**config.mk**
```make
export PLATFORM = sky130hd
export DESIGN_NAME = lc3Top
export DESIGN_NICKNAME = d
export VERILOG_FILES = /design/src/hw/lc3Pkg.sv /design/src/hw/lc3Datapath.sv /design/src/hw/lc3Control.sv /design/src/hw/lc3Memory.sv /design/src/hw/lc3Top.sv
export SDC_FILE = /design/constraint.sdc
export NUM_CORES = 2
export LEC_CHECK = 0
export BUFFER_PORTS_ARGS = -buffer_cell sky130_fd_sc_hd__buf_2
export CORE_ASPECT_RATIO = 1.75
export CORE_UTILIZATION = 55
export CTS_BUF_LIST = sky130_fd_sc_hd__clkbuf_4 sky130_fd_sc_hd__clkbuf_8
export DETAILED_ROUTE_END_ITERATION = 10
export PLACE_DENSITY = 0.7
export SLEW_MARGIN = 10
export SYNTH_ARGS = -nofsm -noshare
export SYNTH_HDL_FRONTEND = slang
export SYNTH_HIERARCHICAL = 1
export SYNTH_MEMORY_MAX_BITS = 65536
export SYNTH_SLANG_ARGS = --single-unit
```
**constraint.sdc**
```tcl
create_clock -name Clk -period 13.8 [get_ports Clk]
set_input_delay 3.45 -clock Clk [delete_from_list [all_inputs] [get_ports Clk]]
set_output_delay 3.45 -clock Clk [all_outputs]
set_load 0.02 [all_outputs]
```
**src/hw/lc3Pkg.sv**
```systemverilog
`default_nettype none

package lc3Pkg;

  // One data or address word
  typedef logic [15:0] word_t;

  // Kept opcodes as they sit in IR[15:12]
  typedef enum logic [3:0] {
    OpBr    = 4'b0000,
    OpAdd   = 4'b0001,
    OpAnd   = 4'b0101,
    OpLdr   = 4'b0110,
    OpStr   = 4'b0111,
    OpNot   = 4'b1001,
    OpJmp   = 4'b1100,
    OpPause = 4'b1101
  } opcode_t;

  // Controller states
  typedef enum logic [3:0] {
    Idle, Fetch1, Fetch2, Fetch3, Decode,
    ExecAlu, ExecBr, ExecJmp,
    MemAddr, MemRead1, MemRead2, MemWrite,
    Pause
  } state_t;

  // AluPass forwards the register named by IR[11:9]
  typedef enum logic [1:0] {AluAdd, AluAnd, AluNot, AluPass} aluOp_t;

  // Internal bus sources
  typedef enum logic [1:0] {BusPc, BusAlu, BusMdr, BusMarAdder} busSel_t;

  // PC mux selects
  localparam logic [1:0] PcInc   = 2'd0;
  localparam logic [1:0] PcAdder = 2'd1;
  localparam logic [1:0] PcBase  = 2'd2;

  // On-chip program RAM
  localparam int MemWords    = 256;
  localparam int MemAddrBits = 8;

  // Switches on read, hex display on write
  localparam word_t IoAddr = 16'hFFFF;

endpackage

`default_nettype wire

```
**src/hw/lc3Datapath.sv**
```systemverilog
`timescale 1ns/1ns
`default_nettype none

module lc3Datapath (
  input  wire                  Clk,
  input  wire                  rst,
  input  wire                  ldMar,
  input  wire                  ldMdr,
  input  wire                  ldIr,
  input  wire                  ldPc,
  input  wire                  ldReg,
  input  wire                  ldCc,
  input  wire                  mdrFromMem,
  input  wire [1:0]            pcSel,
  input  wire lc3Pkg::busSel_t busSel,
  input  wire lc3Pkg::aluOp_t  aluOp,
  input  wire lc3Pkg::word_t   memRData,
  output lc3Pkg::word_t        ir,
  output logic [2:0]           nzp,
  output lc3Pkg::word_t        memAddr,
  output lc3Pkg::word_t        memWData
);

  import lc3Pkg::*;

  // Architectural state
  word_t regFile [8];
  word_t pc;
  word_t mar;
  word_t mdr;

  // Register fields straight from IR
  logic [2:0] dr;
  logic [2:0] sr1;
  logic [2:0] sr2;

  // Read ports
  word_t srA;
  word_t srB;
  word_t srSt;

  // Sign-extended immediates
  word_t imm5Ext;
  word_t off6Ext;
  word_t off9Ext;

  word_t aluB;
  word_t aluOut;
  word_t adderOut;
  word_t mdrD;
  word_t pcD;
  word_t bus;

  assign dr  = ir[11:9];
  assign sr1 = ir[8:6];
  assign sr2 = ir[2:0];

  assign srA  = regFile[sr1];
  assign srB  = regFile[sr2];
  // STR source shares the DR field
  assign srSt = regFile[dr];

  assign imm5Ext = {{11{ir[4]}}, ir[4:0]};
  assign off6Ext = {{10{ir[5]}}, ir[5:0]};
  assign off9Ext = {{7{ir[8]}}, ir[8:0]};

  // Immediate form when IR[5] is set
  assign aluB = ir[5] ? imm5Ext : srB;

  always_comb begin
    case (aluOp)
      AluAdd:  aluOut = srA + aluB;
      AluAnd:  aluOut = srA & aluB;
      AluNot:  aluOut = ~srA;
      AluPass: aluOut = srSt;
    endcase
  end

  // Address adder, PC-relative only while the PC mux picks it (BR)
  assign adderOut = (pcSel == PcAdder) ? (pc + off9Ext) : (srA + off6Ext);

  // MDR input, memory data or the store operand
  assign mdrD = mdrFromMem ? memRData : aluOut;

  // BusMdr carries the MDR input so a read lands in IR or a register
  // in the same cycle the data arrives
  always_comb begin
    case (busSel)
      BusPc:       bus = pc;
      BusAlu:      bus = aluOut;
      BusMdr:      bus = mdrD;
      BusMarAdder: bus = adderOut;
    endcase
  end

  always_comb begin
    case (pcSel)
      PcAdder: pcD = adderOut;
      PcBase:  pcD = srA;
      default: pcD = pc + 16'd1;
    endcase
  end

  always_ff @(posedge Clk) begin
    if (rst) begin
      pc <= '0;
    end else if (ldPc) begin
      pc <= pcD;
    end
  end

  always_ff @(posedge Clk) begin
    if (rst) begin
      for (int i = 0; i < 8; i++) begin
        regFile[i] <= '0;
      end
    end else if (ldReg) begin
      regFile[dr] <= bus;
    end
  end

  // Condition codes from whatever the bus carries
  always_ff @(posedge Clk) begin
    if (rst) begin
      nzp <= '0;
    end else if (ldCc) begin
      if (bus[15]) begin
        nzp <= 3'b100;
      end else if (bus == '0) begin
        nzp <= 3'b010;
      end else begin
        nzp <= 3'b001;
      end
    end
  end

  // IR, MAR, MDR
  always_ff @(posedge Clk) begin
    if (ldIr) begin
      ir <= mdrD;
    end
    if (ldMar) begin
      mar <= bus;
    end
    if (ldMdr) begin
      mdr <= mdrD;
    end
  end

  assign memAddr  = mar;
  assign memWData = mdr;

  // Once set, flags stay one-hot for good
  aCcHold: assert property (@(posedge Clk) disable iff (rst)
    (nzp != 3'b000) |=> $onehot(nzp));

endmodule

`default_nettype wire

```
**src/hw/lc3Control.sv**
```systemverilog
`timescale 1ns/1ns
`default_nettype none

module lc3Control (
  input  wire                   Clk,
  input  wire                   rst,
  input  wire                   run,
  input  wire                   resume,
  input  wire lc3Pkg::word_t    ir,
  input  wire [2:0]             nzp,
  output logic                  ldMar,
  output logic                  ldMdr,
  output logic                  ldIr,
  output logic                  ldPc,
  output logic                  ldReg,
  output logic                  ldCc,
  output logic                  mdrFromMem,
  output logic [1:0]            pcSel,
  output lc3Pkg::busSel_t       busSel,
  output lc3Pkg::aluOp_t        aluOp,
  output logic                  memWe,
  output logic                  memRe,
  output logic                  coreIdle,
  output logic                  paused,
  output logic [11:0]           ledOut
);

  import lc3Pkg::*;

  state_t  state;
  state_t  stateNext;
  opcode_t op;
  logic    brTaken;

  assign op       = opcode_t'(ir[15:12]);
  // Any requested flag that is set
  assign brTaken  = |(ir[11:9] & nzp);
  assign coreIdle = (state == Idle);

  always_ff @(posedge Clk) begin
    if (rst) begin
      state <= Idle;
    end else begin
      state <= stateNext;
    end
  end

  always_comb begin
    stateNext = state;
    case (state)
      Idle:     if (run) stateNext = Fetch1;
      Fetch1:   stateNext = Fetch2;
      Fetch2:   stateNext = Fetch3;
      Fetch3:   stateNext = Decode;
      Decode: begin
        case (op)
          OpAdd, OpAnd, OpNot: stateNext = ExecAlu;
          OpBr:                stateNext = ExecBr;
          OpJmp:               stateNext = ExecJmp;
          OpLdr, OpStr:        stateNext = MemAddr;
          OpPause:             stateNext = Pause;
          // Unknown opcode, treat as no-op
          default:             stateNext = Fetch1;
        endcase
      end
      MemAddr:  stateNext = (op == OpLdr) ? MemRead1 : MemWrite;
      MemRead1: stateNext = MemRead2;
      Pause:    if (resume) stateNext = Fetch1;
      ExecAlu, ExecBr, ExecJmp, MemRead2, MemWrite: stateNext = Fetch1;
      default:  stateNext = Idle;
    endcase
  end

  // Datapath strobes, one state at a time
  always_comb begin
    ldMar      = 1'b0;
    ldMdr      = 1'b0;
    ldIr       = 1'b0;
    ldPc       = 1'b0;
    ldReg      = 1'b0;
    ldCc       = 1'b0;
    mdrFromMem = 1'b0;
    memWe      = 1'b0;
    memRe      = 1'b0;
    pcSel      = PcInc;
    busSel     = BusPc;
    aluOp      = AluAdd;
    case (state)
      Fetch1: begin
        // MAR <= PC, PC <= PC + 1
        ldMar = 1'b1;
        ldPc  = 1'b1;
      end
      Fetch2: memRe = 1'b1;
      Fetch3: begin
        mdrFromMem = 1'b1;
        ldMdr      = 1'b1;
        ldIr       = 1'b1;
      end
      ExecAlu: begin
        busSel = BusAlu;
        ldReg  = 1'b1;
        ldCc   = 1'b1;
        if (op == OpAnd) begin
          aluOp = AluAnd;
        end else if (op == OpNot) begin
          aluOp = AluNot;
        end
      end
      ExecBr: begin
        pcSel = PcAdder;
        ldPc  = brTaken;
      end
      ExecJmp: begin
        pcSel = PcBase;
        ldPc  = 1'b1;
      end
      MemAddr: begin
        busSel = BusMarAdder;
        ldMar  = 1'b1;
        // STR operand into MDR alongside the address
        if (op == OpStr) begin
          aluOp = AluPass;
          ldMdr = 1'b1;
        end
      end
      MemRead1: memRe = 1'b1;
      MemRead2: begin
        mdrFromMem = 1'b1;
        ldMdr      = 1'b1;
        busSel     = BusMdr;
        ldReg      = 1'b1;
        ldCc       = 1'b1;
      end
      MemWrite: memWe = 1'b1;
      default: ;
    endcase
  end

  // paused trails the state by a cycle, ledOut latched entering Pause
  always_ff @(posedge Clk) begin
    if (rst) begin
      paused <= 1'b0;
      ledOut <= '0;
    end else begin
      paused <= (state == Pause);
      if (state == Decode && stateNext == Pause) begin
        ledOut <= ir[11:0];
      end
    end
  end

  aMemExcl: assert property (@(posedge Clk) disable iff (rst)
    !(memWe && memRe));

  // IR only takes the word requested the cycle before
  aIrLoad: assert property (@(posedge Clk) disable iff (rst)
    ldIr |-> (state == Fetch3) && $past(memRe));

endmodule

`default_nettype wire

```
**src/hw/lc3Memory.sv**
```systemverilog
`timescale 1ns/1ns
`default_nettype none

module lc3Memory (
  input  wire                             Clk,
  input  wire                             rst,
  input  wire                             memWe,
  input  wire                             memRe,
  input  wire lc3Pkg::word_t              memAddr,
  input  wire lc3Pkg::word_t              memWData,
  input  wire lc3Pkg::word_t              sw,
  input  wire                             progWe,
  input  wire [lc3Pkg::MemAddrBits-1:0]   progAddr,
  input  wire lc3Pkg::word_t              progData,
  input  wire                             coreIdle,
  output lc3Pkg::word_t                   memRData,
  output lc3Pkg::word_t                   hexOut
);

  import lc3Pkg::*;

  word_t ram [MemWords];

  logic                   isIo;
  logic [MemAddrBits-1:0] ramAddr;
  logic                   progLoad;
  logic                   wrEn;
  logic [MemAddrBits-1:0] wrAddr;
  word_t                  wrData;

  assign isIo    = (memAddr == IoAddr);
  // Upper address bits ignored, so RAM aliases
  assign ramAddr = memAddr[MemAddrBits-1:0];

  // Program loading only while the core sits in Idle
  assign progLoad = progWe && coreIdle;

  // Single write port shared by loader and core
  assign wrEn   = progLoad || (memWe && !isIo);
  assign wrAddr = progLoad ? progAddr : ramAddr;
  assign wrData = progLoad ? progData : memWData;

  always_ff @(posedge Clk) begin
    if (wrEn) begin
      ram[wrAddr] <= wrData;
    end
  end

  // Synchronous read, valid the cycle after memRe
  always_ff @(posedge Clk) begin
    if (memRe) begin
      memRData <= isIo ? sw : ram[ramAddr];
    end
  end

  // Hex display register
  always_ff @(posedge Clk) begin
    if (rst) begin
      hexOut <= '0;
    end else if (memWe && isIo) begin
      hexOut <= memWData;
    end
  end

endmodule

`default_nettype wire

```
**src/hw/lc3Top.sv**
```systemverilog
`timescale 1ns/1ns
`default_nettype none

module lc3Top (
  input  wire                           Clk,
  input  wire                           rst,
  input  wire                           run,
  input  wire                           resume,
  input  wire lc3Pkg::word_t            sw,
  input  wire                           progWe,
  input  wire [lc3Pkg::MemAddrBits-1:0] progAddr,
  input  wire lc3Pkg::word_t            progData,
  output lc3Pkg::word_t                 hexOut,
  output logic [11:0]                   ledOut,
  output logic                          paused
);

  import lc3Pkg::*;

  // Control to datapath strobes
  logic       ldMar;
  logic       ldMdr;
  logic       ldIr;
  logic       ldPc;
  logic       ldReg;
  logic       ldCc;
  logic       mdrFromMem;
  logic [1:0] pcSel;
  busSel_t    busSel;
  aluOp_t     aluOp;

  // Datapath back to control
  word_t      ir;
  logic [2:0] nzp;

  // Memory bus
  logic       memWe;
  logic       memRe;
  logic       coreIdle;
  word_t      memAddr;
  word_t      memWData;
  word_t      memRData;

  lc3Control  control0 (.*);
  lc3Datapath datapath0 (.*);
  lc3Memory   memory0 (.*);

endmodule

`default_nettype wire

```
==> impl_metrics.json <==
{
  "synth_warnings": 6,
  "hold_depth": 2,
  "hold_ws_ns": 0.456,
  "cts_setup_buffers": 0,
  "syn_nets": 9080,
  "drv_cap": 2,
  "grt_pass1_vias": 96000,
  "hp-start": "memory0/hexOut[1]$_SDFFE_PP0P_",
  "fp-row-count": 273,
  "r2r-end": "memory0/memRData[2]$_DFFE_PP_",
  "synth.most_common_cell": "edfxtp_1",
  "synth_common_cells": "edfxtp_1, mux4_2, nor2_1",
  "drc_errors": 0,
  "drt_iter0_drc": 13700,
  "wire_per_inst_um": 38.9,
  "cts.sinks": 4349,
  "synth_compound_area_share_pct": 4.59,
  "drt-total-wl_um": 547000,
  "initial_core_util_pct": 55.4,
  "cp-start-kind": "register",
  "critPathRequiredTime_ns": 14.61,
  "fin_crit_ns": 7.08,
  "htreeDepth": 6,
  "p_per_area_nw_per_um2": 141,
  "die_h_um": 749,
  "final_cells": 14100,
  "vdd_drop_max_mv": 0.0917,
  "ys_types": 102,
  "final-setup-viol-count": 0,
  "r2r_cells": 10,
  "grt_pass1_wl_um": 750000,
  "hold_path_end": "memory0/hexOut[1]$_SDFFE_PP0P_",
  "nFillCells": 22000,
  "fin_util_pct": 60.9,
  "syn-cell-area_um2": 175000,
  "fin_skew_ns": 0.0689,
  "ys_top_cells_by_area": "edfxtp_1, mux4_2, mux2i_1",
  "first_pass_iters": 9,
  "final_antenna_net_count": 0,
  "port_buffers": 73,
  "async_flop_share_pct": 0,
  "grt_setup_unrepaired": "no",
  "antenna_found_initial": 38,
  "r2r-start": "datapath0/memAddr[0]$_DFFE_PP_",
  "postSynthAreaPerCell_um2": 19.5,
  "worst_slew_margin_rel_pct": -1.38,
  "dp.cells": 13000,
  "areaGrowthSynthToFinish_pct": 9.95,
  "critPathCaptureType": "register",
  "track_usage_pct": 33.9,
  "synthSimpleGateAreaFrac_pct": 3.30,
  "core_um2": 316000,
  "outcome": "finished, violations left",
  "dieWidth_um": 429,
  "critPathMaxFanout": 96,
  "synth_top_area_share_pct": 73.5,
  "yosysSeqAreaShare_pct": 74.2,
  "fmax_mhz": 141,
  "num-nets-final": 9563,
  "syn-instance-count": 8983,
  "synth_seq_cells": 4349,
  "leakage_nw": 61.4,
  "drive_gt1_share_pct": 25.9,
  "ctsResizeCount": 0,
  "vias": 96600,
  "fin_crit_sh_pct": 51.3,
  "final_hold_viol_count": 0,
  "tritoncts": "done",
  "io_pins": 74,
  "clockBufferDepth": 4,
  "gr-total-overflow": 0,
  "synth-edff-count": 4288,
  "tns_ns": 0,
  "violations": "max-capacitance violations, max-slew violations",
  "worst_pin_slew_ns": 1.52,
  "die_area_um2": 321000,
  "postCtsHoldBufs": 0,
  "cts.reportedPaths.clkPinSlew_ns": 0.07,
  "viasPerCell": 6.88,
  "synthXorXnorAreaFrac_pct": 0.160,
  "clk_root_buffer_cell": "clkbuf_8",
  "ff2ff_setup_slack_ns": 6.72,
  "insertion_delay_ns": 1.12,
  "ys.flop_type": "edfxtp_1",
  "numCtsBuffers": 588,
  "synth_mux_area_share_pct": 15.4,
  "grt_max_degree": 179,
  "synth_top_family_by_area": "multiplexers",
  "place_hpwl_um": 348000,
  "yosys.area.top_type": "edfxtp_1",
  "synth-adder-area-share_pct": 0.384,
  "path_class": "reg2reg",
  "gp_congestion": 1.05,
  "drv_slew": 14,
  "arrival_ns": 7.89,
  "hold_class": "reg2reg"
}
[cells in the final DEF, fill, tap and decap left out, types with 21 or more instances in the layout]
cell	instances
edfxtp_1	4288
mux4_2	963
clkbuf_8	604
mux2i_1	474
nor2_1	435
nand2_1	386
buf_4	358
a21oi_1	206
a22oi_1	180
clkbuf_4	161
o21ai_0	153
clkinv_1	139
nor2_2	110
nand3_1	74
buf_2	74
clkinv_2	68
a221oi_1	67
a211oi_1	65
o221ai_1	60
inv_1	57
dfxtp_1	57
ha_1	49
nor3_1	48
a31oi_1	47
o22ai_1	44
mux2_2	42
nor2b_1	41
and3_1	33
a22o_1	31
nand2b_1	28
diode_2	26
o211ai_1	23
bufinv_16	21
[logic make-up (layout without fill, tap and decap cells)]
logic type / Yosys count / after routing
flops: 4349 / 4349
mux: 1481 / 1481
fa+ha+maj: 52 / 52
other cells: 0 / 26
buf+inv: 621 / 1540
compound gates: 1135 / 1135
simple gates: 1313 / 1313
xor+xnor: 32 / 32
[power breakdown]
group / internal, mW / leakage (nW) / switching, mW
sequential: 14.8 / 39.3 / 0.0427
clock: 4.91 / 5.94 / 4.74
combinational: 0.723 / 16.1 / 1.91
total: 20.5 / 61.4 / 6.69
[sequential cells by signal, indices dropped and copies added, names as in the netlist, named ones only]
| name | count |
|---|---|
| control0/paused | 1 |
| control0/state | 4 |
| memory0/memRData | 16 |
| memory0/hexOut | 16 |
| datapath0/memWData | 16 |
| datapath0/regFile | 128 |
| control0/ledOut | 12 |
| datapath0/ir | 16 |
| datapath0/pc | 16 |
| memory0/ram | 4096 |
| datapath0/memAddr | 16 |
| datapath0/nzp | 3 |
[how the worst max path moves through the flow]
stage | cells after the start | startpoint | slack (ns) | to
global route | 15 | register | 6.67 | datapath0/nzp[0]$_SDFFE_PP0P_
detailed placement | 6 | progWe | 6.07 | memory0/ram[115][0]$_DFFE_PP_
floorplan | 6 | progWe | 5.43 | memory0/ram[0][0]$_DFFE_PP_
finish | 10 | datapath0/memAddr[0]$_DFFE_PP_ | 6.72 | memory0/memRData[2]$_DFFE_PP_
CTS | 15 | register | 7.20 | datapath0/nzp[0]$_SDFFE_PP0P_
global placement | 6 | progWe | 6.21 | memory0/ram[115][3]$_DFFE_PP_
[layer usage]
layer / global-route usage [%] / part of all wire, % / routed length (um) / vias to the layer above
met1: 38.1 / 31 / 170000 / 49900
met2: 54.5 / 48 / 262000 / 6799
li1: - / - / - / 38200
met4: 31.4 / 11 / 61800 / 20
met3: 7.01 / 9.8 / 53800 / 1742
met5: 0 / 0.024 / 132 / -
[layout make-up]
cell class	count	area (um^2)	share of cell area, %
Tap cell	4125	5160	2.68
Sequential cell	4349	130000	67.5
Clock buffer	765	9520	4.94
Clock inverter	261	1770	0.920
Inverter	62	241	0.125
Timing Repair Buffer	452	3450	1.79
Multi-Input combinational cell	4013	42500	22.0
Antenna cell	26	65.1	0.0338
[worst max-delay path, stage by stage, from the launching register on]
cell and delay, ns:
edfxtp_1 0.71, buf_12 0.63, buf_4 0.80, buf_4 0.79
mux4_2 0.59, nand2_1 0.13, nand2_1 0.12, a221oi_1 1.21
a31oi_1 0.59, a2111oi_1 0.92, nor2_1 0.13
[per-stage QoR]
step | total power [mW] | area [um^2] | worst slack [ns]
after floorplan | 16.7 | 175000 | 5.43
after global placement | 17.7 | 181000 | 6.21
after detailed placement | 17.7 | 181000 | 6.07
after CTS | 27.2 | 193000 | 7.20
after global routing | 27.7 | 193000 | 6.67
final | 27.2 | 193000 | 6.72
(Power assumes the default switching activity.)
